$ cat config.mk
export PLATFORM = sky130hd
export DESIGN_NAME = shift_in_unit
export DESIGN_NICKNAME = d
export VERILOG_FILES = /design/src/rtl/pio_pkg.sv /design/src/rtl/shift_in_unit.sv
export SDC_FILE = /design/constraint.sdc
export NUM_CORES = 1
export LEC_CHECK = 0
export ABC_AREA = 1
export BUFFER_PORTS_ARGS = -buffer_cell sky130_fd_sc_hd__buf_4
export CAP_MARGIN = 20
export CORE_MARGIN = 1
export CORE_UTILIZATION = 38
export DETAILED_ROUTE_END_ITERATION = 7
export SYNTH_ARGS = -nofsm -noshare
export SYNTH_HDL_FRONTEND = slang
export SYNTH_SLANG_ARGS = --single-unit
$ cat constraint.sdc
create_clock -name clk -period 3.92 [get_ports clk]
set_clock_uncertainty 0.1 [all_clocks]
set_input_delay 0 -clock clk [delete_from_list [all_inputs] [get_ports clk]]
set_output_delay 0 -clock clk [all_outputs]
set_load 0.02 [all_outputs]
$ cat src/rtl/pio_pkg.sv
`default_nettype none

package pio_pkg;

  localparam int data_width = 32;

  typedef logic [data_width-1:0] word_t;
  typedef logic [4:0]            addr_t;
  typedef logic [5:0]            count_t; // 1 to 32, encoded 0 is 32

  // Instruction field positions
  localparam int opcode_lsb = 13; // Bits 15 to 13
  localparam int delay_lsb  = 8;  // Bits 12 to 8
  localparam int op1_lsb    = 5;  // Bits 7 to 5, op2 in bits 4 to 0

  typedef enum logic [2:0] {
    op_jmp       = 3'd0,
    op_wait      = 3'd1,
    op_in        = 3'd2,
    op_out       = 3'd3,
    op_push_pull = 3'd4,
    op_mov       = 3'd5,
    op_irq       = 3'd6,
    op_set       = 3'd7
  } opcode_e;

  typedef enum logic [2:0] {
    cond_always = 3'd0,
    cond_x_zero = 3'd1,
    cond_x_dec  = 3'd2,
    cond_y_zero = 3'd3,
    cond_y_dec  = 3'd4,
    cond_x_ne_y = 3'd5,
    cond_pin    = 3'd6
  } jmp_cond_e;

  typedef enum logic [2:0] {
    in_src_pins = 3'd0,
    in_src_x    = 3'd1,
    in_src_y    = 3'd2,
    in_src_null = 3'd3,
    in_src_isr  = 3'd6,
    in_src_osr  = 3'd7
  } in_src_e;

  typedef enum logic [2:0] {
    out_dst_pins    = 3'd0,
    out_dst_x       = 3'd1,
    out_dst_y       = 3'd2,
    out_dst_pindirs = 3'd4,
    out_dst_pc      = 3'd5,
    out_dst_isr     = 3'd6
  } out_dest_e;

  typedef enum logic [2:0] {
    set_dst_pins    = 3'd0,
    set_dst_x       = 3'd1,
    set_dst_y       = 3'd2,
    set_dst_pindirs = 3'd4
  } set_dest_e;

endpackage

`default_nettype wire

$ cat src/rtl/shift_in_unit.sv
`timescale 1ns/1ps
`default_nettype none

module shift_in_unit (
  input  wire                   clk,
  input  wire                   rst_n,
  input  wire                   shift_in,
  input  wire                   clear_isr,
  input  wire pio_pkg::word_t   in_data,
  input  wire pio_pkg::count_t  shift_count,
  input  wire                   in_shift_dir, // 1 shifts right
  output pio_pkg::word_t        isr
);
  import pio_pkg::*;

  word_t mask;    // Low shift_count bits
  word_t shifted;

  assign mask = ~({data_width{1'b1}} << shift_count);

  always_comb begin
    if (in_shift_dir) begin
      // New bits enter at the top
      shifted = (isr >> shift_count) | (in_data << (data_width - int'(shift_count)));
    end else begin
      shifted = (isr << shift_count) | (in_data & mask);
    end
  end

  always_ff @(posedge clk) begin
    if (!rst_n) begin
      isr <= '0;
    end else if (clear_isr) begin
      isr <= shift_in ? (in_data & mask) : '0; // Load from OUT, else cleared by push
    end else if (shift_in) begin
      isr <= shifted;
    end
  end

endmodule

`default_nettype wire

==> impl_metrics.py <==
metrics = {
    "routing": {
        "dr_wl_met3_um": 4400,
        "drt-met1-wl_um": 14700,
        "ant_nets": 0,
        "viasPerCell": 6.35,
        "met2_length_um": 14900,
        "routed.top_layer": "met4",
        "vias": 10200,
        "wl_per_cell_um": 22.5,
        "dr.pass1.iters": 8,
        "drt-initial-drc-count": 1794,
        "totalWireLength_um": 36200,
        "drc": 2,
    },
    "timing": {
        "clock.fmax_ghz": 0.371,
        "max_slew.worst_pin.slew_ns": 0.928,
        "finalHoldViolations": 0,
        "rsz0062_at_grt": "false",
        "setup_tns_ns": 0,
        "post-route-period-util": 0.688,
        "whs_ns": 0.0162,
        "setup-violations-final": 0,
        "slew_headroom": 0.378,
        "period_minus_slack_ns": 2.70,
        "slew_viol_final": 0,
    },
    "setup_path": {
        "critical_path_required_ns": 4.06,
        "cp_max_fo": 5,
        "startpoint_type": "flip-flop",
        "endpoint_kind": "flip-flop",
        "worst-setup-path-type": "flip-flop to flip-flop",
        "worst_ep_arrival_time_ns": 2.83,
    },
    "outcome": {
        "status": "finished with violations",
        "violations": "DRC",
    },
    "power": {
        "peakVddDrop_mv": 0.143,
        "power_density_nw_per_um2": 242,
        "p_leak_nw": 3.46,
        "power_w": 0.00187,
    },
    "final_layout": {
        "final_cell_mix": "476 x nand2_1, 278 x nand3_1, 96 x buf_4",
        "final_cell_count_no_fill": 1607,
        "final_common_cell": "nand2_1",
        "largest_reg_flops": 31,
        "regMostFlops": "isr",
        "layout-drive-gt1-share": 0.109,
        "fill_cells": 2074,
        "largestRegisters": "isr (31)",
        "diodes": 0,
        "syn2layout_area_growth_pct": 7.65,
        "final_nets": 1425,
        "postLayoutCoreUtil": 0.423,
    },
    "logic_synthesis": {
        "syn-cell-area_um2": 7160,
        "synthDominantCellAreaShare": 0.250,
        "synth_area_leaders": "nand2_1 25%, nand3_1 19%, dfxtp_1 8.9%",
        "syn_inst": 1383,
        "synth_nets": 1430,
        "syn_avg_cell_area_um2": 5.18,
        "ys_async_sr_fraction": 0,
        "synth_edf_count": 0,
        "synth_cell_types": 49,
        "yosysWarnings": 0,
        "synth_flop_cell": "dfxtp_1",
        "ys_ff_latch": 32,
        "seq_area_frac_synth": 0.0895,
        "yosys.area.top_type": "nand2_1",
    },
    "global_route": {
        "grt_overflow_total": 0,
        "antenna_found_initial": 0,
        "grt_max_degree": 63,
        "grt_pass1_vias": 9016,
        "grt_usage": 0.365,
        "grt_pass1_wl_um": 54400,
    },
    "job": {
        "drv_cap": 0,
    },
    "cts": {
        "clock-root-buffer": "clkbuf_16",
        "cts.sinks": 32,
        "numCtsBuffers": 5,
        "cts_setup_buffers": 0,
        "cts_tree": "done",
        "clk-insertion-delay-late_ns": 0.30,
        "path_clk_slew_ns": 0.07,
        "htree_levels": 2,
        "clock_path_buffers": 2,
    },
    "floorplan": {
        "die_x_um": 139,
        "core_um2": 18200,
        "design.die.area_um2": 19400,
        "ios": 75,
        "start_util": 0.393,
        "std_cell_rows": 49,
        "dieHeight_um": 139,
    },
    "placed_design": {
        "placement.io_buffers": 74,
        "hpwlAfterDp_um": 27500,
        "placedCellCount": 1599,
        "place_congestion": 1.06,
    },
    "worst_hold_path": {
        "hold_path.class": "input pin to flip-flop",
    },
}
[synth_stat cells (3+ instances only)]
master	count
buf_1	7
a21boi_0	5
a31oi_1	10
inv_2	9
clkinv_1	3
ha_1	4
dfxtp_1	32
nand2_1	476
nand2_2	4
a21oi_2	4
inv_1	60
o221ai_1	4
o31ai_1	4
o22ai_1	9
buf_2	34
nand3_1	278
buf_6	13
o21ai_0	90
and2_1	4
o21ai_1	49
nand4_1	12
clkbuf_1	45
buf_4	8
nor2_1	47
nand3_2	13
a21oi_1	90
or2_1	3
mux2i_1	12
o211ai_1	23
[report_power, final]
group	total, W	internal, W	switching [W]
clock network	0.000420	0.000232	0.000188
logic	0.00106	0.000313	0.000751
registers	0.000385	0.000345	0.0000393
[layer usage]
| layer | track usage | vias up |
|---|---|---|
| li1 | - | 4696 |
| met1 | 0.511 | 4607 |
| met2 | 0.531 | 759 |
| met3 | 0.0630 | 143 |
| met4 | 0.187 | 0 |
| met5 | 0 | - |
[cells by family after synthesis]
family / synth area share
compound gates: 0.232
fa+ha+maj: 0.00699
buf+inv: 0.125
flops: 0.0895
mux: 0.0168
simple gates: 0.530
[timing repair]
| item | CTS | global route |
|---|---|---|
| hold buffers | 1 | 0 |
| resized for setup | 0 | 0 |
| hold endpoints to repair | 1 | 0 |
| endpoints found under the setup margin | 0 | 0 |
[worst max-delay path, cell delays in order, from the launching register on]
cell,delay (ns)
dfxtp_1,0.52
inv_1,0.07
nor2_1,0.17
inv_1,0.08
nand2_1,0.05
o21ai_1,0.28
o21ai_0,0.62
nand2_1,0.13
nand3_1,0.12
nand2_1,0.08
nand3_1,0.11
nand2_1,0.07
nand2_1,0.09
nand2_1,0.05
a21oi_1,0.11
[stage by stage]
stage	setup WS, ns	area, µm²
final	1.22	7710
after global routing	1.12	7710
after floorplan	1.61	7160
after CTS	1.36	7710
after detailed placement	1.06	7560
after global placement	1.10	7560
[path summary, 6_finish.rpt]
path | startpoint | endpoint | slack, ns | cells past startpoint
min reg2reg | isr[14]$_SDFFE_PN0P_ | isr[14]$_SDFFE_PN0P_ | 0.40 | 2
min | shift_in | isr[11]$_SDFFE_PN0P_ | 0.02 | 3
max | isr[0]$_SDFFE_PN0P_ | isr[22]$_SDFFE_PN0P_ | 1.22 | 14
max reg2reg | isr[0]$_SDFFE_PN0P_ | isr[22]$_SDFFE_PN0P_ | 1.22 | 14
[final cells by class]
cell class	count	area (µm²)	share of cell area
Clock buffer	5	125	0.0162
Clock inverter	2	12.5	0.00162
Inverter	74	283	0.0367
Multi-Input combinational cell	1168	5630	0.730
Sequential cell	32	641	0.0831
Tap cell	229	287	0.0372
Timing Repair Buffer	97	731	0.0948
No activity file was read; power rests on OpenSTA's default activity.
