`config.mk`:
```
export PLATFORM = sky130hd
export DESIGN_NAME = scratch_regs
export DESIGN_NICKNAME = d
export VERILOG_FILES = /design/src/rtl/pio_pkg.sv /design/src/rtl/scratch_regs.sv
export SDC_FILE = /design/constraint.sdc
export NUM_CORES = 1
export LEC_CHECK = 0
export ABC_CLOCK_PERIOD_IN_PS = 2750
export BUFFER_PORTS_ARGS = -buffer_cell sky130_fd_sc_hd__buf_2
export CAP_MARGIN = 20
export CORE_MARGIN = 2
export CORE_UTILIZATION = 35
export CTS_CLUSTER_SIZE = 30
export DETAILED_ROUTE_END_ITERATION = 7
export GPL_ROUTABILITY_DRIVEN = 0
export PLACE_DENSITY_LB_ADDON = 0.1
export REMOVE_ABC_BUFFERS = 1
export SLEW_MARGIN = 10
export SYNTH_ARGS = -nofsm -noshare
export SYNTH_HDL_FRONTEND = slang
export SYNTH_SLANG_ARGS = --single-unit
```
`constraint.sdc`:
```
create_clock -name clk -period 2.75 [get_ports clk]
set_input_delay 0.4125 -clock clk [delete_from_list [all_inputs] [get_ports clk]]
set_output_delay 0.4125 -clock clk [all_outputs]
set_load 0.02 [all_outputs]
```
`src/rtl/pio_pkg.sv`:
```
`default_nettype none

package pio_pkg;

  localparam int data_width = 32;

  typedef logic [data_width-1:0] word_t;
  typedef logic [4:0]            addr_t;
  typedef logic [5:0]            count_t; // 1 to 32, encoded 0 is 32

  // Instruction field positions
  localparam int opcode_lsb = 13; // Bits 15 to 13
  localparam int delay_lsb  = 8;  // Bits 12 to 8
  localparam int op1_lsb    = 5;  // Bits 7 to 5, op2 in bits 4 to 0

  typedef enum logic [2:0] {
    op_jmp       = 3'd0,
    op_wait      = 3'd1,
    op_in        = 3'd2,
    op_out       = 3'd3,
    op_push_pull = 3'd4,
    op_mov       = 3'd5,
    op_irq       = 3'd6,
    op_set       = 3'd7
  } opcode_e;

  typedef enum logic [2:0] {
    cond_always = 3'd0,
    cond_x_zero = 3'd1,
    cond_x_dec  = 3'd2,
    cond_y_zero = 3'd3,
    cond_y_dec  = 3'd4,
    cond_x_ne_y = 3'd5,
    cond_pin    = 3'd6
  } jmp_cond_e;

  typedef enum logic [2:0] {
    in_src_pins = 3'd0,
    in_src_x    = 3'd1,
    in_src_y    = 3'd2,
    in_src_null = 3'd3,
    in_src_isr  = 3'd6,
    in_src_osr  = 3'd7
  } in_src_e;

  typedef enum logic [2:0] {
    out_dst_pins    = 3'd0,
    out_dst_x       = 3'd1,
    out_dst_y       = 3'd2,
    out_dst_pindirs = 3'd4,
    out_dst_pc      = 3'd5,
    out_dst_isr     = 3'd6
  } out_dest_e;

  typedef enum logic [2:0] {
    set_dst_pins    = 3'd0,
    set_dst_x       = 3'd1,
    set_dst_y       = 3'd2,
    set_dst_pindirs = 3'd4
  } set_dest_e;

endpackage

`default_nettype wire

```
`src/rtl/scratch_regs.sv`:
```
`timescale 1ns/1ps
`default_nettype none

module scratch_regs (
  input  wire                   clk,
  input  wire                   rst_n,
  input  wire                   set_x,
  input  wire                   set_y,
  input  wire                   dec_x,
  input  wire                   dec_y,
  input  wire pio_pkg::word_t   new_val,
  output pio_pkg::word_t        x,
  output pio_pkg::word_t        y
);
  import pio_pkg::*;

  word_t x_next;
  word_t y_next;

  // Set wins over decrement
  always_comb begin
    x_next = x;
    y_next = y;
    if (set_x) begin
      x_next = new_val;
    end else if (dec_x) begin
      x_next = x - 1'b1;
    end
    if (set_y) begin
      y_next = new_val;
    end else if (dec_y) begin
      y_next = y - 1'b1;
    end
  end

  always_ff @(posedge clk) begin
    if (!rst_n) begin
      x <= '0;
      y <= '0;
    end else begin
      x <= x_next;
      y <= y_next;
    end
  end

endmodule

`default_nettype wire

```
==> insert_results.sql <==
INSERT INTO impl_metrics (metric_group, metric, value, unit) VALUES
('outcome', 'status', 'complete, no violations', ''),
('grt', 'global_route.overflow_total', '0', ''),
('power', 'internal_power', '0.00184', 'W'),
('timing', 'report.final.slew_viol_count', '0', ''),
('hold_path', 'holdPathStages', '2', ''),
('logic_synthesis', 'post_synthesis_instance_total', '500', ''),
('floorplan', 'io_pins', '102', ''),
('floorplan', 'dieArea', '0.0121', 'mm²'),
('logic_synthesis', 'edff_count_synth', '0', ''),
('setup_path', 'setup.worst_path.end_class', 'flop', ''),
('setup_path', 'worst-r2r-cell-count', '4', ''),
('setup_path', 'ff2ff_setup_slack', '390', 'ps'),
('timing', 'fmax', '424', 'MHz'),
('clock_tree', 'tritoncts', 'built', ''),
('clock_tree', 'h_tree_depth', '3', ''),
('floorplan', 'floorplan.initialDensity', '36.0', '%'),
('placed_design', 'port-buffer-count', '101', ''),
('logic_synthesis', 'post_synth_xor_area_fraction', '4.02', '%'),
('power', 'power_density', '580', 'mW/mm²'),
('detailed_routing', 'wl_per_cell', '19.0', 'µm'),
('logic_synthesis', 'synth_adder_area_share', '0.638', '%'),
('clock_tree', 'post_cts_buffers', '0', ''),
('logic_synthesis', 'synth_area_per_cell', '7.85', 'µm²'),
('grt', 'grt_pass1_wl', '21500', 'µm'),
('layout', 'share_of_layout_cells_above_drive_strength_1', '24.2', '%'),
('hold_path', 'hold_path.class', 'input pin to flop', ''),
('setup_path', 'timing.setup.critical_path_class', 'flop to flop', ''),
('detailed_routing', 'drt-total-wl', '13900', 'µm'),
('setup_path', 'r2r-start', 'y[7]', ''),
('timing', 'rsz0062_at_grt', 'no', ''),
('grt', 'grt_pass1_vias', '3930', ''),
('detailed_routing', 'route.detailed.drc', '0', ''),
('layout', 'num-fill-cells', '1134', ''),
('layout', 'synthToLayoutAreaGrowth', '21.5', '%'),
('clock_tree', 'clock-root-buffer', 'clkbuf_8', ''),
('logic_synthesis', 'synthMuxAreaShare', '0.255', '%'),
('timing', 'totalNegativeSetupSlack', '0', 'ps'),
('timing', 'fin_crit_sh', '85.8', '%'),
('setup_path', 'worst_r2r_endpoint', 'y[27]', ''),
('layout', 'layout_commonest_cell', 'buf_2', ''),
('logic_synthesis', 'synth_top_family_by_area', 'simple AND/OR/NAND/NOR gates', ''),
('clock_tree', 'cts_inserted_buffers', '9', ''),
('placed_design', 'place.detailed.hpwl', '9870', 'µm'),
('clock_tree', 'path_clk_slew', '70', 'ps'),
('power', 'total_leakage_power', '1.89', 'nW'),
('power', 'netSwitchingPower', '0.000928', 'W'),
('logic_synthesis', 'yosys_most_used_dff', 'dfxtp_1', ''),
('grt', 'groute.usage.overall', '23.4', '%'),
('logic_synthesis', 'ys_async_sr_fraction', '0', '%'),
('logic_synthesis', 'compound_gate_fraction_of_synth_area', '23.8', '%'),
('grt', 'antenna_found_initial', '0', ''),
('placed_design', 'pre_cts_ws', '403', 'ps'),
('power', 'share_comb_of_total_power', '23.3', '%'),
('detailed_routing', 'drtAntennaViolNets', '0', ''),
('power', 'power.share.clock', '36.4', '%'),
('logic_synthesis', 'synth_seq_cells', '64', ''),
('setup_path', 'timing.critical_path.arrival', '2650', 'ps'),
('layout', 'diodes', '0', ''),
('logic_synthesis', 'post_synth_instance_area', '0.00393', 'mm²'),
('timing', 'post-route-worst-setup-slack', '389', 'ps'),
('timing', 'final_hold_viol_count', '0', ''),
('setup_path', 'worst_setup_path_start_kind', 'flop', ''),
('clock_tree', 'cts_hold_buffers', '0', ''),
('floorplan', 'coreArea', '0.0109', 'mm²'),
('layout', 'mostFrequentLayoutCells', 'buf_2 (101), dfxtp_1 (64), o21ai_0 (50)', ''),
('hold_path', 'timing.hold.worst.start', 'new_val[6]', ''),
('timing', 'number_of_failing_setup_endpoints_in_the_final_timing_report', '0', ''),
('power', 'ir_worst_vdd', '0.254', 'mV'),
('setup_path', 'critical_path_peak_fanout', '7', ''),
('detailed_routing', 'drtPass1Iterations', '5', ''),
('run', 'cap_violations', '0', '');
[layout make-up]
class,instances,area (µm²),area share (%)
Multi-Input combinational cell,387,2430,50.9
Timing Repair Buffer,115,611,12.8
Sequential cell,64,1280,26.9
Clock inverter,2,60.1,1.26
Inverter,10,37.5,0.787
Clock buffer,13,179,3.75
Tap cell,140,175,3.67
[synthesized netlist by cell type, types with 3 or more instances]
| cell | instances | area, µm² |
|---|---|---|
| nor3_1 | 12 | 60.1 |
| or3_1 | 18 | 113 |
| nor2b_1 | 6 | 37.5 |
| a21oi_1 | 18 | 90.1 |
| nor2_1 | 39 | 146 |
| a311oi_1 | 8 | 70.1 |
| xor2_1 | 10 | 87.6 |
| a211oi_1 | 10 | 75.1 |
| and4b_1 | 3 | 30.0 |
| or3b_2 | 3 | 26.3 |
| clkbuf_1 | 31 | 116 |
| nor3b_1 | 8 | 60.1 |
| xnor2_1 | 8 | 70.1 |
| nor4_1 | 27 | 169 |
| nand3b_1 | 3 | 22.5 |
| nand2_1 | 22 | 82.6 |
| or2_2 | 3 | 18.8 |
| o21ai_0 | 50 | 250 |
| dfxtp_1 | 64 | 1280 |
| o211ai_1 | 3 | 22.5 |
| and3b_1 | 3 | 26.3 |
| nand3_1 | 9 | 45.0 |
| o31ai_1 | 21 | 158 |
| inv_1 | 9 | 33.8 |
| and3_1 | 7 | 43.8 |
| or4_1 | 26 | 195 |
| buf_6 | 4 | 45.0 |
| nand4_1 | 15 | 93.8 |
| a31oi_1 | 25 | 156 |
[flip-flops by register name, summed over array words and instances (netlist names)]
register	count
x	32
y	32
[metrics by stage]
stage               total power, W  util [%]  cells  instance area [µm²]
finish                     0.00277      43.8    731                 4770
global placement           0.00176      41.6    716                 4530
CTS                        0.00278      43.8    731                 4770
global route               0.00289      43.8    731                 4770
floorplan                  0.00150         -    461                 3750
detailed placement         0.00177      41.6    716                 4530
[power groups by stage]
stage	registers (W)	logic [W]	clock network, W
global placement	0.00113	0.000635	0
finish	0.00111	0.000646	0.00101
global route	0.00113	0.000707	0.00106
floorplan	0.00119	0.000305	0
CTS	0.00111	0.000643	0.00102
detailed placement	0.00113	0.000640	0
[logic make-up (layout without fill, tap and decap cells)]
family | count (synthesis) | after routing
AO/OA/AOI/OAI | 148 | 148
XOR/XNOR | 18 | 18
adder cells (fa/ha/maj) | 2 | 2
buffers and inverters | 49 | 140
flip-flops | 64 | 64
multiplexers | 1 | 1
AND/OR/NAND/NOR | 218 | 218
[how the worst max path moves through the flow]
stage | start | slack [ps] | endpoint
final | y[7] | 390 | y[27]
after detailed placement | dec_y | 400 | y[15]
after CTS | y[7] | 400 | y[27]
after global routing | y[7] | 290 | y[27]
after floorplan | x[2] | 440 | x[20]
after global placement | dec_y | 430 | y[15]
[critical path, stage by stage, from the launching register on]
cell and delay [ps]:
dfxtp_1 370, or4_1 660, or4_1 660, or4_1 510, o211ai_1 90
[metal layers]
metal | share of wire [%] | track usage [%] | up-vias
li1 | - | - | 2129
met1 | 48 | 33.9 | 2060
met2 | 45 | 35.1 | 135
met3 | 5.8 | 4.21 | 13
met4 | 1.2 | 6.87 | 0
met5 | 0 | 0 | -
(Power assumes the default switching activity.)
