`src/rtl/pio_pkg.sv`:
```
`default_nettype none

package pio_pkg;

  localparam int data_width = 32;

  typedef logic [data_width-1:0] word_t;
  typedef logic [4:0]            addr_t;
  typedef logic [5:0]            count_t; // 1 to 32, encoded 0 is 32

  // Instruction field positions
  localparam int opcode_lsb = 13; // Bits 15 to 13
  localparam int delay_lsb  = 8;  // Bits 12 to 8
  localparam int op1_lsb    = 5;  // Bits 7 to 5, op2 in bits 4 to 0

  typedef enum logic [2:0] {
    op_jmp       = 3'd0,
    op_wait      = 3'd1,
    op_in        = 3'd2,
    op_out       = 3'd3,
    op_push_pull = 3'd4,
    op_mov       = 3'd5,
    op_irq       = 3'd6,
    op_set       = 3'd7
  } opcode_e;

  typedef enum logic [2:0] {
    cond_always = 3'd0,
    cond_x_zero = 3'd1,
    cond_x_dec  = 3'd2,
    cond_y_zero = 3'd3,
    cond_y_dec  = 3'd4,
    cond_x_ne_y = 3'd5,
    cond_pin    = 3'd6
  } jmp_cond_e;

  typedef enum logic [2:0] {
    in_src_pins = 3'd0,
    in_src_x    = 3'd1,
    in_src_y    = 3'd2,
    in_src_null = 3'd3,
    in_src_isr  = 3'd6,
    in_src_osr  = 3'd7
  } in_src_e;

  typedef enum logic [2:0] {
    out_dst_pins    = 3'd0,
    out_dst_x       = 3'd1,
    out_dst_y       = 3'd2,
    out_dst_pindirs = 3'd4,
    out_dst_pc      = 3'd5,
    out_dst_isr     = 3'd6
  } out_dest_e;

  typedef enum logic [2:0] {
    set_dst_pins    = 3'd0,
    set_dst_x       = 3'd1,
    set_dst_y       = 3'd2,
    set_dst_pindirs = 3'd4
  } set_dest_e;

endpackage

`default_nettype wire

```
`src/rtl/program_counter.sv`:
```
`timescale 1ns/1ps
`default_nettype none

module program_counter (
  input  wire                   clk,
  input  wire                   rst_n,
  input  wire                   en,
  input  wire                   stall,       // Delay or blocked FIFO
  input  wire                   jmp,
  input  wire pio_pkg::addr_t   jmp_target,
  input  wire pio_pkg::addr_t   pend,
  input  wire pio_pkg::addr_t   wrap_target,
  output pio_pkg::addr_t        pc
);
  import pio_pkg::*;

  addr_t pc_inc;

  assign pc_inc = (pc == pend) ? wrap_target : pc + 1'b1; // Program wrap

  always_ff @(posedge clk) begin
    if (!rst_n) begin
      pc <= '0;
    end else if (jmp) begin
      pc <= jmp_target;
    end else if (en && !stall) begin
      pc <= pc_inc;
    end
  end

endmodule

`default_nettype wire

```
`config.mk`:
```
export PLATFORM = sky130hd
export DESIGN_NAME = program_counter
export DESIGN_NICKNAME = d
export VERILOG_FILES = /design/src/rtl/pio_pkg.sv /design/src/rtl/program_counter.sv
export SDC_FILE = /design/constraint.sdc
export NUM_CORES = 1
export LEC_CHECK = 0
export ABC_AREA = 0
export BUFFER_PORTS_ARGS = -buffer_cell sky130_fd_sc_hd__buf_2
export CAP_MARGIN = 20
export CORE_MARGIN = 2
export CORE_UTILIZATION = 30
export DETAILED_ROUTE_END_ITERATION = 8
export PLACE_DENSITY = 0.63
export SKIP_LAST_GASP = 1
export SYNTH_ARGS = -nofsm -noshare
export SYNTH_HDL_FRONTEND = slang
export SYNTH_SLANG_ARGS = --single-unit
```
`constraint.sdc`:
```
create_clock -name clk -period 2.45 [get_ports clk]
set_input_delay 0.3675 -clock clk [delete_from_list [all_inputs] [get_ports clk]]
set_output_delay 0.3675 -clock clk [all_outputs]
set_load 0.01 [all_outputs]
```
==> run summary, run 1 <==
Req. time, crit path = 2590 ps
Largest net degree at the start of global routing = 11
Minimum clock period = 1580 ps
Share of cells above drive strength 1 = 0.395
Total track usage = 0.151
Top flop regs = pc x5
DIE WIDTH = 42.6 µm
Worst endpoint data arrival time = 1720 ps
Num CTS Buffers = 3
Avg Cell Area, Syn = 8.27 µm²
H-tree depth = 1
Ys flop type = dfxtp_1
Post-synth EDFFs = 0
Worst slew margin = 0.712
Post-synth cell types = 24
Crit-path slowest cell = dfxtp_1
Row count = 13
Final clock skew = 1.05 ps
Detailed placement HPWL = 939 µm
Root Buffer Master = clkbuf_4
Cell Area, Synth = 447 µm²
Crit. End Element = flop
WS Path Type = flop to flop
Antenna diode count = 0
Status = finished, final reports clean
Critical path buffer and inverter count = 0
Initial Util = 0.331
Placed Instances = 92
Leak = 0.275 nW
Post-Syn Nets = 75
Fin nets = 103
CTS tree = yes
Synthesis warning total = 0
RSZ-0062 raised after global routing = no
Area Overhead vs Synth = 36.1%
Synth top area cells = dfxtp_1 22%, xnor2_2 15%, o21ai_0 9.0%
Setup TNS = 0 ps
Drt total wl = 1170 µm
CTS max path bufs = 2
IO buf count = 24
1st-iter DRT viols = 7
Period utilisation layout = 0.645
WHS = 407 ps
Cts hold-fix bufs = 0
Maximum clock frequency = 0.633 GHz
Slowest stage delay, CP = 480 ps
Worst skew pair latency = 250 ps
DRC errors left = 0
Mapped Cells = 54
Final setup violation count = 0
Antenna violations before repair = 0
Share of the synthesized area in the top cell type = 0.224
Die ar. = 1810 µm²
Startpoint types = flop
Final Slew Violations = 0
Resize count post-CTS = 0
Final Hold Viols = 0
Clock transition at path regs = 40 ps
Register area share after synthesis = 0.224
IO Count = 25
CTS sink count = 5
PwrDens = 461 nW/µm²
Max FFs per register = 5
Drt first pass iters = 3
First-pass GRT wire length = 1970 µm
Hold/Removal Path Class = input port to flop
FF+latch count, synth = 5
Vias post-DR = 491
CP top delay family = simple AND/OR/NAND/NOR gates
CP cell instances = xnor2_2, nand4_2, or3_1, a32o_1
CP Max Fanout = 7
Vias per inst = 5.11
Worst Tran Pin Value = 431 ps
Peak supply drop = 0.224 mV
Placeable core area = 1350 µm²
Fin cells = 96
Gpl congestion = 0.731
Number of global-route vias before repair = 443
Async SR Flop Fraction = 0
Yosys top cell by area = dfxtp_1
Reg with most FFs = pc
Routed Antenna Nets = 0
Max-Cap Viols = 0
Remaining Overflow, GRT = 0
Drt wl/cell = 12.2 µm
Setup bufs post-CTS = 0
Die height = 42.6 µm
worst paths after layout:
path | startpoint | endpoint | slack, ps | cells past startpoint
worst max-delay path | pc[2] | pc[3] | 870 | 4
worst max register to register | pc[2] | pc[3] | 870 | 4
worst min-delay path | rst_n | pc[2] | 410 | 2
worst min register to register | pc[0] | pc[0] | 680 | 2
power by group:
group / internal, mW / switching, mW
Sequential: 0.0879 / 0.0118
Clock: 0.0619 / 0.0382
Combinational: 0.0414 / 0.0390
Total: 0.191 / 0.0890
area by class of cell:
cell class | instances | area [µm²]
Timing Repair Buffer | 24 | 120
Fill cell | 156 | 742
Sequential cell | 5 | 100
Inverter | 1 | 3.75
Tap cell | 15 | 18.8
Clock buffer | 4 | 26.3
Multi-Input combinational cell | 47 | 339
Yosys cell counts, types with 2 or more instances:
cell,number
xor2_1,3
dfxtp_1,5
a32o_1,3
nand3_1,2
o21ai_0,8
nor2_1,3
or3_1,3
xnor2_2,4
nand2_1,8
cells by family (layout without fill, tap and decap cells):
family                   Yosys count  in the layout  synth area share
AO/OA/AOI/OAI                     15             15             0.224
XOR/XNOR                           8              8             0.224
adder cells (fa/ha/maj)            1              1            0.0280
buffers and inverters              2             29            0.0168
flip-flops                         5              5             0.224
multiplexers                       1              1            0.0224
AND/OR/NAND/NOR                   22             22             0.261
per-stage QoR:
step	util	power [mW]	worst slack (ps)	area [µm²]
6_report	0.450	0.280	871	608
4_1_cts	0.450	0.287	848	608
2_1_floorplan	-	0.148	951	447
5_1_grt	0.450	0.302	779	608
3_3_place_gp	0.431	0.181	883	582
3_5_place_dp	0.431	0.183	854	582
cell usage in the layout, fill, tap and decap left out:
cell type / n
o2bb2ai_1: 1
o21ai_0: 8
o211ai_1: 1
nor3_1: 1
a32o_1: 3
nand3b_1: 1
xnor2_2: 4
mux2i_1: 1
buf_2: 24
nand3_1: 2
clkbuf_1: 1
and2_1: 1
or3_1: 3
a211oi_1: 1
nor2_1: 3
inv_1: 1
ha_1: 1
xor2_1: 3
dfxtp_1: 5
and4_1: 1
clkbuf_4: 3
nand2b_1: 1
nand4_2: 1
a31oi_1: 1
nand2_1: 8
xnor2_1: 1
metal layers:
| layer | global-route usage | vias up | part of all wire |
|---|---|---|---|
| met5 | 0 | - | 0 |
| met4 | 0.0563 | 0 | 0.010 |
| met3 | 0.0819 | 2 | 0.061 |
| met2 | 0.243 | 14 | 0.50 |
| met1 | 0.166 | 224 | 0.42 |
| li1 | - | 251 | - |
Power figures use the tool's default switching activity.
==> inputs of run 2 (changes only) <==
- ABC_AREA: 0 -> 1
- PLACE_DENSITY: 0.63 -> 0.62
- clock period: 2.45 -> 1.6 ns (I/O delays scaled with it)
==> run summary, run 2 <==
DRC errors left = 0
First-pass GRT wire length = 2020 µm
Top flop regs = pc x5
Commonest non-fill, non-tap cells in the layout = 24 x buf_2, 18 x nand2_1, 10 x inv_1, 8 x nor2_1, 8 x a21oi_1
Worst skew pair latency = 240 ps
Row count = 14
CP Max Fanout = 5
CTS tree = yes
Setup bufs post-CTS = 0
Cell Area, Synth = 494 µm²
Routed Antenna Nets = 0
Max-Cap Viols = 0
Worst Tran Pin Value = 391 ps
Total Power = 0.461 mW
Detailed placement HPWL = 976 µm
DIE WIDTH = 44.6 µm
Worst Setup EP = pc[4]
Hold/Removal Path Class = input port to flop
Worst slew margin = 0.739
Worst setup startpoint = pc[1]
Post-synth EDFFs = 0
Share of the synthesized area in the top cell type = 0.203
FF+latch count, synth = 5
CTS max path bufs = 2
R2R cell count = 7
Final clock skew = 0.543 ps
CP top delay family = flip-flops
Num CTS Buffers = 3
Req. time, crit path = 1730 ps
Ys flop type = dfxtp_1
Placeable core area = 1520 µm²
Final WS setup = 245 ps
Synthesis warning total = 0
Top cells by count, synth = 18 x nand2_1, 10 x inv_1, 8 x a21oi_1, 8 x nor2_1
Area Overhead vs Synth = 35.2%
Setup TNS = 0 ps
Post-Syn Nets = 96
Crit. End Element = flop
Drt total wl = 1170 µm
Status = finished, final reports clean
Fin nets = 126
Cell depth of the worst setup path = 7
Cts hold-fix bufs = 0
1st-iter DRT viols = 5
Mapped Cells = 75
Critical R2R Capture = pc[4]
CP cell instances = ha_1, nand3_1, xor2_1, nand2_1, nand3_1, nand2_1, a21oi_1
Die height = 44.6 µm
Resize count post-CTS = 0
IO Count = 25
Avg Cell Area, Syn = 6.59 µm²
Peak supply drop = 0.328 mV
Most common cell after layout, fill and taps aside = buf_2
Period utilisation layout = 0.847
RR Startpoint = pc[1]
Reg2Reg Setup Slack = 240 ps
Yosys top cell by area = dfxtp_1
Drt wl/cell = 9.72 µm
Largest net degree at the start of global routing = 9
Final Hold Viols = 0
Slowest stage delay, CP = 490 ps
Antenna diode count = 0
Final Slew Violations = 0
Total track usage = 0.135
Synth top area cells = dfxtp_1 20%, nand2_1 14%, a21oi_1 8.1%
Place WS = 243 ps
RSZ-0062 raised after global routing = no
Number of global-route vias before repair = 518
Initial Util = 0.324
Register area share after synthesis = 0.203
Clock transition at path regs = 40 ps
Die ar. = 1990 µm²
Minimum clock period = 1360 ps
Critical path buffer and inverter count = 0
CTS sink count = 5
Crit-path slowest cell = dfxtp_1
Root Buffer Master = clkbuf_4
Antenna violations before repair = 0
Final setup violation count = 0
Drt first pass iters = 5
Worst endpoint data arrival time = 1480 ps
Vias per inst = 4.65
DP Area = 642 µm²
Async SR Flop Fraction = 0
Post-synth cell types = 19
PwrDens = 691 nW/µm²
Post-route design area = 668 µm²
Maximum clock frequency = 0.738 GHz
IO buf count = 24
Remaining Overflow, GRT = 0
Max FFs per register = 5
WS Path Type = flop to flop
Startpoint types = flop
H-tree depth = 1
Top-count cell post-synth = nand2_1
Share of cells above drive strength 1 = 0.365
Reg with most FFs = pc
Leak = 0.355 nW
Vias post-DR = 558
Gpl congestion = 0.771
## run 2: logic make-up after synthesis
| kind of cell | share of synthesized area |
|---|---|
| buf+inv | 0.0987 |
| simple gates | 0.433 |
| fa+ha+maj | 0.0253 |
| compound gates | 0.132 |
| flops | 0.203 |
| xor+xnor | 0.109 |
## run 2: worst reg2reg max path: stages, from the launching register on
cell     delay (ps)
dfxtp_1         490
ha_1            250
nand3_1         100
xor2_1          160
nand2_1          60
nand3_1          70
nand2_1          70
a21oi_1          50
## run 2: layer usage
metal | share of wire | up-vias | track usage
met2 | 0.45 | 24 | 0.214
met5 | 0 | - | 0
met3 | 0.093 | 4 | 0.0286
met4 | 0.0069 | 0 | 0.0364
li1 | - | 297 | -
met1 | 0.45 | 233 | 0.182
## run 2: worst min path at each step
| stage | startpoint | endpoint | cells after the start |
|---|---|---|---|
| final | rst_n | pc[1] | 3 |
| after global routing | rst_n | pc[1] | 3 |
| after CTS | rst_n | pc[1] | 3 |
| after detailed placement | pc[4] | pc[4] | 2 |
| after global placement | pc[4] | pc[4] | 2 |
| after floorplan | rst_n | pc[1] | 2 |
## run 2: per-stage QoR
step | hold WS [ps] | cells | utilization
2_1_floorplan | 378 | 75 | -
3_3_place_gp | 494 | 116 | 0.421
3_5_place_dp | 504 | 116 | 0.421
4_1_cts | 274 | 120 | 0.438
5_1_grt | 282 | 120 | 0.438
6_report | 269 | 120 | 0.438
## run 2: power breakdown
part	total, mW	switching (mW)	internal [mW]
clock	0.147	0.0525	0.0943
combinational	0.160	0.0862	0.0736
sequential	0.155	0.0189	0.136
## run 2: cell type report
| class | instances | area [µm²] |
|---|---|---|
| multi-input combinational | 57 | 345 |
| tap | 16 | 20.0 |
| inverter | 13 | 48.8 |
| fill | 175 | 856 |
| clock buffer | 4 | 26.3 |
| timing repair buffer | 25 | 128 |
| sequential | 5 | 100 |
==> inputs of run 3 (changes only) <==
- ABC_AREA: 1 -> 0
- PLACE_DENSITY: 0.62 -> 0.63
- clock period: 1.6 -> 1.4 ns (I/O delays scaled with it)
==> run summary, run 3 (synthesis results as in run 1) <==
Startpoint types = flop
DRC errors left = 0
CTS sink count = 5
Status = finished, final reports clean
Area Overhead vs Synth = 52.7%
First-pass GRT wire length = 2140 µm
Die ar. = 1810 µm²
Worst Tran Pin Value = 315 ps
Drt first pass iters = 4
Final Slew Violations = 0
Antenna violations before repair = 0
Hold path depth = 3
Hold Path End = pc[0]
Vias post-DR = 520
Initial Util = 0.331
Req. time, crit path = 1540 ps
Drt total wl = 1220 µm
Reg2Reg Setup Slack = 9 ps
Switching Power = 0.165 mW
Min-delay src = jmp_target[0]
DIE WIDTH = 42.6 µm
1st-iter DRT viols = 17
Num CTS Buffers = 3
CP Max Fanout = 5
Max FFs per register = 5
IO Count = 25
Hold/Removal Path Class = input port to flop
Root Buffer Master = clkbuf_4
Number of global-route vias before repair = 511
RR Startpoint = pc[1]
Fin nets = 110
Seq pwr share = 0.327
Peak supply drop = 0.441 mV
Combinational Power Share = 0.332
R2R cell count = 4
Internal power = 0.353 mW
Cts hold-fix bufs = 0
Reg with most FFs = pc
Vias per inst = 5.05
Drt wl/cell = 11.9 µm
CTS max path bufs = 2
Post-route design area = 682 µm²
Detailed placement HPWL = 959 µm
Remaining Overflow, GRT = 0
Maximum clock frequency = 0.719 GHz
PwrDens = 760 nW/µm²
Share of cells above drive strength 1 = 0.523
Final Hold Viols = 0
Minimum clock period = 1390 ps
Most common cell after layout, fill and taps aside = buf_2
Antenna diode count = 0
Clock transition at path regs = 50 ps
H-tree depth = 1
Final clock skew = 3.92 ps
Fin cells = 103
IO buf count = 24
CTS tree = yes
Placed Instances = 98
Worst slew margin = 0.790
Max-Cap Viols = 0
Critical R2R Capture = pc[2]
Total track usage = 0.157
Final setup violation count = 0
Row count = 13
Commonest non-fill, non-tap cells in the layout = 24 x buf_2, 8 x nand2_1, 7 x o21ai_0, 7 x buf_4
Top flop regs = pc x5
Routed Antenna Nets = 0
Sw Share = 0.318
Placeable core area = 1350 µm²
Die height = 42.6 µm
Leak = 0.310 nW
Gpl congestion = 0.821
Worst skew pair latency = 250 ps
DP Area = 634 µm²
Largest net degree at the start of global routing = 11
WS Path Type = flop to flop
Worst endpoint data arrival time = 1530 ps
Period utilisation layout = 0.994
Crit. End Element = flop
Clock share of power = 0.341
RSZ-0062 raised after global routing = yes
## run 3: cell count changes in the layout (fill, tap and decap cells not counted), sizes merged, moves of 2 or more
cell,delta
nand2,-13
inv,-12
a21oi,-8
nor2,-7
buf,+6
o21ai,+6
nand3,-4
a32o,+3
or3,+3
xnor2,+3
nand4,-2
## run 3: final cells by class
class / instances / area (µm²)
timing repair buffer: 31 / 173
tap: 15 / 18.8
clock buffer: 4 / 26.3
sequential: 5 / 109
inverter: 1 / 3.75
multi-input combinational: 47 / 352
fill: 143 / 668
## run 3: per-layer routing
metal | up-vias | share of wire | global-route usage
met5 | - | 0 | 0
met4 | 0 | 0.011 | 0.0375
met3 | 3 | 0.070 | 0.0647
met2 | 20 | 0.42 | 0.240
met1 | 228 | 0.49 | 0.203
li1 | 269 | - | -
## run 3: power groups by stage
stage	registers [mW]	logic, mW	clock network (mW)
CTS	0.168	0.167	0.184
global placement	0.170	0.164	0
floorplan	0.180	0.0809	0
detailed placement	0.171	0.166	0
finish	0.169	0.172	0.177
global route	0.171	0.192	0.194
## run 3: per-stage QoR
step	hold slack (ps)	utilization	total power, mW	setup TNS, ps	setup WS, ps
final	246	0.505	0.518	0	8.78
after global routing	259	0.505	0.557	-137	-48.0
after CTS	243	0.489	0.520	-15.3	-11.5
after detailed placement	506	0.470	0.337	-50.0	-23.6
after global placement	498	0.470	0.334	-17.6	-9.97
after floorplan	335	-	0.261	0	1.71
## run 3: repair_timing
item,in CTS,in global routing
pin swaps,10,4
cloned,0,0
buffers inserted,0,1
resized for setup,0,4
endpoints found under the setup margin,3,4
## run 3: how the worst max path moves through the flow
stage,startpoint,endpoint,cells past startpoint
final,pc[1],pc[2],4
after global routing,pc[3],pc[3],4
after CTS,pc[0],pc[2],3
after detailed placement,pc[4],pc[4],4
after global placement,pc[3],pc[3],4
after floorplan,pc[3],pc[3],4
## run 3: critical path, cell delays in order (launching register included)
cell     delay [ps]
dfxtp_2         330
xnor2_2         160
nand4_2         180
or3_1           400
a32o_1          220
