<file path="config.mk">
export PLATFORM = sky130hd
export DESIGN_NAME = shift_out_unit
export DESIGN_NICKNAME = d
export VERILOG_FILES = /design/src/rtl/pio_pkg.sv /design/src/rtl/shift_out_unit.sv
export SDC_FILE = /design/constraint.sdc
export NUM_CORES = 1
export LEC_CHECK = 0
export BUFFER_PORTS_ARGS = -buffer_cell sky130_fd_sc_hd__buf_4
export CORE_MARGIN = 10
export CORE_UTILIZATION = 45
export CTS_BUF_LIST = sky130_fd_sc_hd__clkbuf_16
export CTS_CLUSTER_SIZE = 28
export DETAILED_ROUTE_END_ITERATION = 7
export SYNTH_ARGS = -nofsm -noshare
export SYNTH_HDL_FRONTEND = slang
export SYNTH_SLANG_ARGS = --single-unit
</file>
<file path="constraint.sdc">
create_clock -name clk -period 6.07 [get_ports clk]
set_input_delay 0.607 -clock clk [delete_from_list [all_inputs] [get_ports clk]]
set_output_delay 0.607 -clock clk [all_outputs]
set_load 0.01 [all_outputs]
</file>
<file path="src/rtl/pio_pkg.sv">
`default_nettype none

package pio_pkg;

  localparam int data_width = 32;

  typedef logic [data_width-1:0] word_t;
  typedef logic [4:0]            addr_t;
  typedef logic [5:0]            count_t; // 1 to 32, encoded 0 is 32

  // Instruction field positions
  localparam int opcode_lsb = 13; // Bits 15 to 13
  localparam int delay_lsb  = 8;  // Bits 12 to 8
  localparam int op1_lsb    = 5;  // Bits 7 to 5, op2 in bits 4 to 0

  typedef enum logic [2:0] {
    op_jmp       = 3'd0,
    op_wait      = 3'd1,
    op_in        = 3'd2,
    op_out       = 3'd3,
    op_push_pull = 3'd4,
    op_mov       = 3'd5,
    op_irq       = 3'd6,
    op_set       = 3'd7
  } opcode_e;

  typedef enum logic [2:0] {
    cond_always = 3'd0,
    cond_x_zero = 3'd1,
    cond_x_dec  = 3'd2,
    cond_y_zero = 3'd3,
    cond_y_dec  = 3'd4,
    cond_x_ne_y = 3'd5,
    cond_pin    = 3'd6
  } jmp_cond_e;

  typedef enum logic [2:0] {
    in_src_pins = 3'd0,
    in_src_x    = 3'd1,
    in_src_y    = 3'd2,
    in_src_null = 3'd3,
    in_src_isr  = 3'd6,
    in_src_osr  = 3'd7
  } in_src_e;

  typedef enum logic [2:0] {
    out_dst_pins    = 3'd0,
    out_dst_x       = 3'd1,
    out_dst_y       = 3'd2,
    out_dst_pindirs = 3'd4,
    out_dst_pc      = 3'd5,
    out_dst_isr     = 3'd6
  } out_dest_e;

  typedef enum logic [2:0] {
    set_dst_pins    = 3'd0,
    set_dst_x       = 3'd1,
    set_dst_y       = 3'd2,
    set_dst_pindirs = 3'd4
  } set_dest_e;

endpackage

`default_nettype wire

</file>
<file path="src/rtl/shift_out_unit.sv">
`timescale 1ns/1ps
`default_nettype none

module shift_out_unit (
  input  wire                   clk,
  input  wire                   rst_n,
  input  wire                   shift_out,
  input  wire                   load_osr,
  input  wire pio_pkg::word_t   new_val,
  input  wire pio_pkg::count_t  shift_count,
  input  wire                   out_shift_dir, // 1 shifts right
  output pio_pkg::word_t        osr,
  output pio_pkg::word_t        out_data
);
  import pio_pkg::*;

  word_t mask;

  assign mask = ~({data_width{1'b1}} << shift_count);

  // Next bits, right-aligned
  always_comb begin
    if (out_shift_dir) begin
      out_data = osr & mask;
    end else begin
      out_data = osr >> (data_width - int'(shift_count));
    end
  end

  always_ff @(posedge clk) begin
    if (!rst_n) begin
      osr <= '0;
    end else if (load_osr) begin
      osr <= new_val;
    end else if (shift_out) begin
      if (out_shift_dir) begin
        osr <= osr >> shift_count; // Zero fill
      end else begin
        osr <= osr << shift_count;
      end
    end
  end

endmodule

`default_nettype wire

</file>
==> results.md, run 1 <==
* Final Skew at about 0.0059 ns
* Final Critical Period at approximately 4.3 ns
* Die area at 0.0231 mm2
* First-pass GRT wire length at around 55000 um
* Hold Crit Class: primary input to register
* Area grow syn2layout at 9.36%
* Num CTS Buffers at 5
* Die width at around 150 um
* Power share of the sequential group at 0.233
* Most common cell after layout, fill and taps aside: buf_4
* Ys flop type: dfxtp_1
* Rows at 48
* # DRC at 0
* Leakage power at between 3 and 4 nW
* Clock power frac at 0.188
* Syn_area_per_cell at between 8 and 9 um2
* Most frequent cells in the layout: 133 x buf_4, 82 x mux4_2, 74 x nand2_1, 74 x mux2i_1, 73 x nor2_1
* Met1 usage at 0.395
* Final core area utilization at 0.498
* Share of cells above drive strength 1 at 0.296
* Cell internal pwr at a little under 0.7 mW
* CTS tree: done
* H-tree depth at 2
* Final Max Slew Viols at 0
* # Post-CTS Setup Buffers at 0
* Largest net degree at the start of global routing at 58
* Fin cells at 1161
* CTS root buffer: clkbuf_16
* Setup violations, final at 0
* Clk sinks at 32
* Clock Path Buffers at 2
* Worst hold stages at 3
* Comb pwr share at 0.580
* Buffers added on ports at approximately 110
* Vias at a little under 9000
* Synth Warn # at 0
* GRT Max-Usage Layer: met2
* Syn Nets at ~970
* Met3 usage at 0.0593
* Hold Buf Count CTS at 0
* IR drop worst, VDD at 163 uV
* Max reg flops at 32
* Period utilization at 0.702
* Total congestion overflow at 0
* Maximum clock rate at between 200 and 250 MHz
* Largest Register: osr
* Cell area power density at 151 mW/mm2
* Fill count at roughly 1800
* Crit end category: primary output
* TNS Setup at 0 ns
* Ports at around 110
* Switching Power at between 0.5 and 0.6 mW
* GRT Overall Usage at 0.299
* Post-route ant nets at 0
* Status: finished clean
* Arr. time, crit path at roughly 3.7 ns
* Clk_lat worst skew at roughly 0.29 ns
* Switching part of the total at 0.464
* Worst-path maximum fanout at 50
* Seq/Total Area, Yosys at 0.0819
* Max Cap Violations at 0
* Drt first pass iters at 6
* Rel. slew slack at 0.307
* Met2 Use GR at 0.448
* Cells after Synth at roughly 900
* Worst Max-Slew Pin Slew at around 1.0 ns
* Crit path launch type: primary input
* Syn Std Cell Area at 0.00782 mm2
* Flop and latch count out of synthesis at 32
* Wire per inst at around 32 um
* Initial antenna violation count at 0
* Hold WS at around 0.56 ns
* Top flop regs: osr (32)
* Vias per inst at 7.56
* Post-synth EDFFs at 0
* Die H at between 150 and 200 um
* Vias in the first global route at 8406
* Ant diodes at 0
* RSZ-0062 raised after global routing: false
* First DRT Iteration DRCs at 1242
* Clk slew on worst S/H paths at 0.05 ns
* Core area at ~0.017 mm2
* Post-CTS Resized at 0
* Ys async rst share at 0
* DP HPWL at roughly 26000 um
* R2R depth at 5
* Number of nets in the layout at 983
* Placer Congestion at between 1 and 1.5
* Count of cell types in the netlist at 80
* Routed WL at approximately 37000 um
* Fin. Hold Viols at 0
* DP Cell Count at roughly 1200
* Crit path kind: primary input to primary output
* WP data required at ~5.5 ns
* Initial Util at 0.455
[synth_stat cells, types with 23 or more instances]
master    count  area (um2)
a211oi_1     24         180
buf_4        23         173
mux2_2       33         372
o21ai_0      68         340
nor2_1       73         274
clkbuf_1     72         270
mux2i_1      74         741
nand2_1      74         278
nand3_1      27         135
nor3_1       28         140
dfxtp_1      32         641
a21oi_1      38         190
mux4_2       82        1850
[area by class of cell]
cell class	instances	area, um2	share of cell area
clock inverters	2	7.51	0.000878
flip-flops and latches	32	641	0.0749
inverters	15	56.3	0.00658
well taps	225	282	0.0329
clock buffers	5	125	0.0146
repair buffers	133	998	0.117
multi-input cells	749	6440	0.753
[final timing paths]
path / startpoint / to / slack [ns]
worst max-delay path: shift_count[0] / out_data[0] / 1.81
worst min register to register: osr[18] / osr[18] / 0.71
worst min-delay path: new_val[3] / osr[3] / 0.56
worst max register to register: osr[26] / osr[18] / 3.53
[metal layers]
layer	routed length [um]	part of all wire	vias to the layer above
met3	4160	0.11	116
met2	16500	0.45	727
met4	2060	0.056	0
met1	14200	0.39	4262
li1	-	-	3677
met5	0	0	-
[critical path, cell delays in order]
cell       delay (ns)
buf_4            0.57
inv_2            0.08
ha_2             0.23
ha_1             0.51
buf_4            0.30
mux2i_1          0.15
mux4_2           0.56
a2bb2oi_1        0.19
o221ai_1         0.27
buf_4            0.17
[per-stage QoR]
step	setup WS [ns]	area, um2	total power, mW
4_1_cts	1.82	8550	1.27
5_1_grt	1.55	8550	1.34
2_1_floorplan	1.97	7820	0.774
3_3_place_gp	1.85	8420	1.03
6_report	1.81	8550	1.29
3_5_place_dp	1.84	8420	1.03
[kinds of logic (layout without fill, tap and decap cells)]
| kind of cell | Yosys count | count (layout) | share of synthesized area |
|---|---|---|---|
| xor+xnor | 1 | 1 | 0.00112 |
| mux | 196 | 196 | 0.402 |
| simple gates | 266 | 266 | 0.163 |
| buf+inv | 141 | 155 | 0.0945 |
| fa+ha+maj | 4 | 4 | 0.00640 |
| compound gates | 282 | 282 | 0.251 |
| flops | 32 | 32 | 0.0819 |
[power groups by stage]
stage / Clock, mW / Sequential (mW) / Combinational (mW)
after floorplan: 0 / 0.257 / 0.517
after global placement: 0 / 0.299 / 0.729
after detailed placement: 0 / 0.299 / 0.726
after CTS: 0.241 / 0.296 / 0.730
after global routing: 0.251 / 0.300 / 0.787
final: 0.243 / 0.300 / 0.748
Power figures use the tool's default switching activity.
==> inputs of run 2 (changes only) <==
--- a/config.mk
+++ b/config.mk
@@ -5,12 +5,14 @@
 export SDC_FILE = /design/constraint.sdc
 export NUM_CORES = 1
 export LEC_CHECK = 0
+export ABC_AREA = 1
 export BUFFER_PORTS_ARGS = -buffer_cell sky130_fd_sc_hd__buf_4
 export CORE_MARGIN = 10
 export CORE_UTILIZATION = 45
 export CTS_BUF_LIST = sky130_fd_sc_hd__clkbuf_16
 export CTS_CLUSTER_SIZE = 28
 export DETAILED_ROUTE_END_ITERATION = 7
+export PLACE_DENSITY = 0.66
 export SYNTH_ARGS = -nofsm -noshare
 export SYNTH_HDL_FRONTEND = slang
 export SYNTH_SLANG_ARGS = --single-unit
==> constraint.sdc (replaced) <==
create_clock -name clk -period 4.2 [get_ports clk]
set_input_delay 0.42 -clock clk [delete_from_list [all_inputs] [get_ports clk]]
set_output_delay 0.42 -clock clk [all_outputs]
set_load 0.01 [all_outputs]
==> run 2 against run 1 <==
  * Via count grew 12%
  * Sequential share of layout area grew 1.1 points
  * Synthesized area shrank 16%
  * First-iteration DRC count grew 52%
  * Worst setup slack lost 1.1 ns
  * Synthesized cell count grew 43%
==> results.md, run 2 <==
* Die area at 0.0198 mm2 (-14%)
* Clock power frac at 0.235 (+0.047)
* Ant diodes at 0 (unchanged)
* Max Cap Violations at 0 (unchanged)
* Placer Congestion at 1.05 (-0.52%)
* # Post-CTS Setup Buffers at 0 (unchanged)
* Core area at 0.0144 mm2 (-16%)
* Hold Crit Class: primary input to register
* Vias at 9859 (+12%)
* Final core area utilization at 0.519 (+0.0206)
* Rel. slew slack at 0.226 (-0.0814)
* Period utilization at 0.831
* Count leader, synth: nand2_1
* Max reg flops at 32 (unchanged)
* Initial Util at 0.455 (-0.000874)
* Yosys top cell area share at 0.286 (+0.0502)
* Buffers added on ports at 106 (unchanged)
* Clk_lat worst skew at 0.28 ns (about the same)
* Syn_area_per_cell at 4.97 um2 (-41%)
* Most common cell after layout, fill and taps aside: nand2_1
* Ys async rst share at 0 (unchanged)
* Design Power at 1.75 mW (+36%)
* R2r setup slk at 2.06 ns (-1.47 ns)
* Clock Path Buffers at 2 (unchanged)
* Crit path launch type: primary input
* Number of nets in the layout at 1410 (+43%)
* Post-CTS Resized at 0 (unchanged)
* Start of the worst register-to-register path: osr[31]
* Arr. time, crit path at 3.07 ns (-0.59 ns)
* Switching part of the total at 0.486 (+0.0220)
* Cell area power density at 234 mW/mm2 (+55%)
* Seq/Total Area, Yosys at 0.0977 (+0.0158)
* Die H at 141 um (-7.3%)
* Synth top cells by count: 496 x nand2_1, 375 x nand3_1, 77 x nor2_1, 53 x a21oi_1, 41 x inv_1
* Leakage power at 3.76 nW (+18%)
* First-pass GRT wire length at 53200 um (-3.5%)
* Total congestion overflow at 0 (unchanged)
* Power share of the sequential group at 0.227 (-0.006)
* Critical R2R Capture: osr[11]
* Top cells by area, synth: nand3_1 29%, nand2_1 28%, dfxtp_1 9.8%
* CTS tree: done
* Ys flop type: dfxtp_1
* Count of cell types in the netlist at 44 (-45%)
* Clk slew on worst S/H paths at 0.05 ns (about the same)
* # DRC at 0 (unchanged)
* Vias in the first global route at 8743 (+4.0%)
* Cells after Synth at 1319 (+43%)
* Final Skew at 0.00310 ns (-0.00284 ns)
* Top flop regs: osr (32)
* GRT Overall Usage at 0.340 (+0.0409)
* Final Critical Period at around 3.5 ns
* Clk sinks at 32 (unchanged)
* Share of cells above drive strength 1 at 0.120 (-0.176)
* Area grow syn2layout at 14.1%
* Status: finished clean
* Place WS at 0.793 ns (-1.05 ns)
* Num CTS Buffers at 5 (unchanged)
* R2R depth at 10 (+5)
* DP HPWL at 28000 um (+7.6%)
* Largest net degree at the start of global routing at 59 (+1.7%)
* CTS root buffer: clkbuf_16
* Initial antenna violation count at 0 (unchanged)
* Crit path kind: primary input to primary output
* Switching Power at 0.851 mW (+42%)
* Drt first pass iters at 6 (unchanged)
* Largest Register: osr
* Worst Max-Slew Pin Slew at 1.16 ns (+0.122 ns)
* RSZ-0062 raised after global routing: false
* Maximum clock rate at 286 MHz
* Syn Std Cell Area at 0.00656 mm2 (-16%)
* Post-synth EDFFs at 0 (unchanged)
* CP cell instances: buf_4 -> inv_2 -> ha_1 -> ha_1 -> clkinv_1 -> nand3_1 -> a21oi_1 -> o21ai_1 -> nand2_1 -> buf_4
* Crit end category: primary output
* Max incr delay on CP at 0.62 ns (+0.05 ns)
* Wire per inst at 23.3 um (-27%)
* Syn Nets at 1366 (+41%)
* Area leader, netlist: nand3_1
* First DRT Iteration DRCs at 1885 (+52%)
* Cell internal pwr at 0.900 mW (+30%)
* Final Max Slew Viols at 0 (unchanged)
* Synth Warn # at 0 (unchanged)
* Fin. Hold Viols at 0 (unchanged)
* Post-route ant nets at 0 (unchanged)
* WP data required at 3.78 ns (-1.68 ns)
* Hold Buf Count CTS at 0 (unchanged)
* Setup violations, final at 0 (unchanged)
* WHS Endpoint: osr[5]
* Rows at 44 (-8.3%)
* TNS Setup at 0 ns (unchanged)
* Routed WL at 36000 um (-2.5%)
* Met3 usage at 0.0988 (+0.0395)
* GRT Max-Usage Layer: met2
* Most frequent cells in the layout: 496 x nand2_1, 375 x nand3_1, 125 x buf_4, 76 x nor2_1, 53 x a21oi_1
* IR drop worst, VDD at 249 uV (+53%)
* H-tree depth at 2 (unchanged)
* Ports at 107 (unchanged)
* Flop and latch count out of synthesis at 32 (unchanged)
* Vias per inst at 6.37 (-16%)
* Post-route setup slack at 0.708 ns (-1.10 ns)
* Worst-path maximum fanout at 36 (-28%)
* Met1 usage at 0.449 (+0.0538)
* Met2 Use GR at 0.486 (+0.0387)
* Comb pwr share at 0.539 (-0.041)
* Worst hold stages at 3 (unchanged)
* Crit-path slowest cell: clkinv_1
* Worst hold start: new_val[5]
* Die width at 141 um (-7.3%)
==> run 2: cell types whose count changed in the layout (fill, tap and decap cells not counted), sizes merged, moves of 21 or more <==
cell    previous run  this run
a211oi            25         0
nor3              29         3
inv               15        49
nand3             27       377
mux4              89         0
o21ai             73        52
mux2              33         0
nand2             75       498
mux2i             74         0
==> run 2: cells by family (layout without fill, tap and decap cells) <==
kind of cell               after synthesis  after routing  share of synthesized area
AOI/OAI and AO/OA                      170            170                      0.159
adders and majority gates                4              4                    0.00763
buffers and inverters                  139            184                     0.0924
DFF                                     32             32                     0.0977
and+or+nand+nor                        974            974                      0.644
==> run 2: critical path: cells and delay by family <==
family	cells	cell delay, ns
buffers and inverters	4	1.20
AND/OR/NAND/NOR	2	0.57
adder cells (fa/ha/maj)	2	0.59
AO/OA/AOI/OAI	2	0.26
==> run 2: metal layers <==
layer / wire length (um) / up-vias
li1: - / 4574
met1: 14200 / 4367
met2: 14600 / 778
met3: 5070 / 140
met4: 2140 / 0
met5: 0 / -
==> run 2: how the worst max path moves through the flow <==
stage                        start      endpoint  slack, ns  cells after the start
floorplan           shift_count[1]   out_data[8]       1.45                     14
global placement    shift_count[0]   out_data[8]       0.84                     12
detailed placement  shift_count[0]  out_data[10]       0.79                     11
CTS                 shift_count[0]  out_data[10]       0.77                     11
global route        shift_count[0]  out_data[11]       0.45                     11
finish              shift_count[0]  out_data[13]       0.71                     10
==> run 2: power groups by stage <==
stage                     clock (mW)  sequential (mW)  combinational (mW)
after global routing           0.428            0.393                1.02
after detailed placement           0            0.395               0.903
final                          0.411            0.397               0.943
after global placement             0            0.396               0.907
after CTS                      0.416            0.389               0.907
after floorplan                    0            0.366               0.590
==> run 2: per-stage QoR <==
step	hold WS (ns)	instance area (um2)	cells
CTS	0.424	7480	1548
global route	0.465	7480	1548
finish	0.423	7480	1548
floorplan	0.513	6560	1319
detailed placement	0.535	7310	1540
global placement	0.531	7310	1540
==> run 2: layout make-up <==
cell class | instances | area [um2]
tap | 184 | 230
inverter | 51 | 191
clock buffer | 5 | 125
sequential | 32 | 641
multi-input combinational | 1148 | 5310
clock inverter | 3 | 42.5
timing repair buffer | 125 | 938
fill | 1684 | 6940
==> inputs of run 3 (changes only) <==
--- a/config.mk
+++ b/config.mk
@@ -5,14 +5,13 @@
 export SDC_FILE = /design/constraint.sdc
 export NUM_CORES = 1
 export LEC_CHECK = 0
-export ABC_AREA = 1
+export ABC_AREA = 0
 export BUFFER_PORTS_ARGS = -buffer_cell sky130_fd_sc_hd__buf_4
 export CORE_MARGIN = 10
 export CORE_UTILIZATION = 45
 export CTS_BUF_LIST = sky130_fd_sc_hd__clkbuf_16
 export CTS_CLUSTER_SIZE = 28
 export DETAILED_ROUTE_END_ITERATION = 7
-export PLACE_DENSITY = 0.66
 export SYNTH_ARGS = -nofsm -noshare
 export SYNTH_HDL_FRONTEND = slang
 export SYNTH_SLANG_ARGS = --single-unit
==> constraint.sdc (replaced) <==
create_clock -name clk -period 3.6 [get_ports clk]
set_input_delay 0.36 -clock clk [delete_from_list [all_inputs] [get_ports clk]]
set_output_delay 0.36 -clock clk [all_outputs]
set_load 0.01 [all_outputs]
==> run 3 against run 2 <==
  * Worst hold slack worse by 0.11 ns
  * Clock-buffer cell count is the same
  * Critical path type unchanged
  * Design area rose by 18%
  * First-iteration DRC count decreased by 16%
  * Sequential power is 28% higher
  * Highest routed layer unchanged
  * Clock skew barely moved
  * Worst setup slack worse by 0.50 ns
  * Cell count decreased by 23%
==> results.md, run 3 (same netlist as run 1, synthesis figures left out) <==
* Total congestion overflow at 0 (unchanged)
* Max Cap Violations at 0 (unchanged)
* IR drop worst, VDD at 180 uV (-28%)
* Core area at 0.0172 mm2 (+19%)
* Post-CTS Resized at 0 (unchanged)
* Final core area utilization at 0.512 (-0.00619)
* First DRT Iteration DRCs at 1575 (-16%)
* Cell internal pwr at 1.27 mW (+42%)
* Largest Register: osr
* Crit path launch type: primary input
* Leakage power at 3.33 nW (-11%)
* Fin. Hold Viols at 0 (unchanged)
* Worst-path maximum fanout at 14 (-61%)
* Crit end category: primary output
* Most frequent cells in the layout: 156 x buf_4, 82 x mux4_2, 74 x nand2_1, 74 x mux2i_1, 73 x nor2_1
* Most common cell after layout, fill and taps aside: buf_4
* Clk slew on worst S/H paths at 0.06 ns (about the same)
* Power share of the sequential group at 0.219 (-0.008)
* Comb pwr share at 0.558 (+0.019)
* Buffers added on ports at 106 (unchanged)
* Drt first pass iters at 6 (unchanged)
* Vias at 9082 (-7.9%)
* Die H at 152 um (+7.9%)
* Clk sinks at 32 (unchanged)
* H-tree depth at 2 (unchanged)
* Routed WL at 37600 um (+4.3%)
* Crit path kind: primary input to primary output
* Die area at 0.0231 mm2 (+16%)
* Setup violations, final at 0 (unchanged)
* Status: finished clean
* Num CTS Buffers at 5 (unchanged)
* Fill count at 1754 (+4.2%)
* Clock Path Buffers at 2 (unchanged)
* CTS root buffer: clkbuf_16
* Switching Power at 1.05 mW (+24%)
* GRT Overall Usage at 0.307 (-0.0326)
* Maximum clock rate at around 290 MHz
* Final Skew at 0.00313 ns (+0.0000264 ns)
* Most used cell, CP: buf_4
* Final Max Slew Viols at 0 (unchanged)
* WP data required at 3.24 ns (-0.54 ns)
* Register Area at 641 um2 (unchanged)
* Max incr delay on CP at 0.55 ns (-0.07 ns)
* WP buf/inv at 5 (+1)
* # Post-CTS Setup Buffers at 0 (unchanged)
* Largest net degree at the start of global routing at 93 (+58%)
* # DRC at 0 (unchanged)
* Crit path max-delay family: compound AO/OA/AOI/OAI gates
* Rows at 48 (+9.1%)
* Final Critical Period at roughly 3.4 ns
* Hold Buf Count CTS at 0 (unchanged)
* Clock power frac at 0.223 (-0.012)
* Ports at 107 (unchanged)
* Worst Max-Slew Pin Slew at 0.962 ns (-0.196 ns)
* Crit-path slowest cell: ha_2
* CTS tree: done
* Placer Congestion at 1.05 (-0.59%)
* Ant diodes at 0 (unchanged)
* Top flop regs: osr (32)
* Area taken by multi-input logic gates at 0.00644 mm2 (+21%)
* Vias in the first global route at 8944 (+2.3%)
* CP cell instances: buf_4 -> inv_1 -> ha_2 -> buf_4 -> buf_4 -> mux4_2 -> a2bb2o_1 -> a21oi_1 -> o221ai_1 -> buf_4
* Initial antenna violation count at 0 (unchanged)
* Hold Crit Class: primary input to register
* Area grow syn2layout at 12.5%
* DP HPWL at 26700 um (-4.6%)
* Cell area power density at 264 mW/mm2 (+13%)
* Clk_lat worst skew at 0.29 ns (about the same)
* Post-route ant nets at 0 (unchanged)
* Period utilization at 0.942
* Rel. slew slack at 0.358 (+0.132)
* Die width at 152 um (+7.9%)
* Wire per inst at 31.6 um (+36%)
* Arr. time, crit path at 3.03 ns (-0.04 ns)
* First-pass GRT wire length at 57300 um (+7.8%)
* Number of nets in the layout at 1008 (-29%)
* Initial Util at 0.455 (+0.000874)
* Vias per inst at 7.65 (+20%)
* Switching part of the total at 0.452 (-0.0339)
* Max reg flops at 32 (unchanged)
* TNS Setup at 0 ns (unchanged)
* RSZ-0062 raised after global routing: false
* Share of cells above drive strength 1 at 0.317 (+0.198)
run 3: changes by cell type in the layout (fill, tap and decap cells not counted), moves of 30 or more:
cell     change
nand2_1    -422
nand3_1    -348
mux4_2      +82
mux2i_1     +74
mux2_2      +33
buf_4       +31
o21ai_0     +30
run 3: worst register-to-register path: cells and delay by family, from the launching register on:
family,cells,cell delay (ns)
AO/OA/AOI/OAI,2,0.60
buffers and inverters,1,0.32
flip-flops,1,0.58
multiplexers,2,1.00
AND/OR/NAND/NOR,1,0.09
run 3: area by class of cell:
type,instances,share of cell area
inverters,15,0.00640
clock buffers,5,0.0142
multi-input cells,749,0.732
flip-flops and latches,32,0.0728
repair buffers,158,0.138
well taps,225,0.0320
clock inverters,3,0.00483
run 3: stage by stage:
step           total power, mW  std cells  hold slack (ns)  cell area (um2)  setup WS (ns)
2_1_floorplan             1.31        922            0.506             7820         0.0411
3_5_place_dp              1.76       1179            0.617             8630          0.309
5_1_grt                   2.40       1187            0.335             8800          0.112
4_1_cts                   2.27       1187            0.321             8800          0.309
6_report                  2.33       1187            0.316             8800          0.208
3_3_place_gp              1.77       1179            0.609             8630          0.315
run 3: power groups by stage:
stage | logic (mW) | registers (mW) | clock network, mW
after detailed placement | 1.25 | 0.505 | 0
after CTS | 1.26 | 0.497 | 0.513
after global routing | 1.37 | 0.508 | 0.531
after global placement | 1.26 | 0.505 | 0
after floorplan | 0.873 | 0.433 | 0
final | 1.30 | 0.509 | 0.519
run 3: routing by layer:
metal,part of all wire,track usage,vias up
met3,0.13,0.0708,186
met5,0,0,-
li1,-,-,3725
met1,0.37,0.403,4324
met2,0.43,0.456,847
met4,0.067,0.169,0
run 3: worst paths after layout:
check                      start     endpoint  slack, ns  depth (start not counted)
setup / recovery  shift_count[1]  out_data[7]       0.21                         10
hold / removal        new_val[3]       osr[3]       0.32                          3
setup reg to reg         osr[21]      osr[18]       0.90                          6
hold reg to reg           osr[4]       osr[4]       0.81                          3
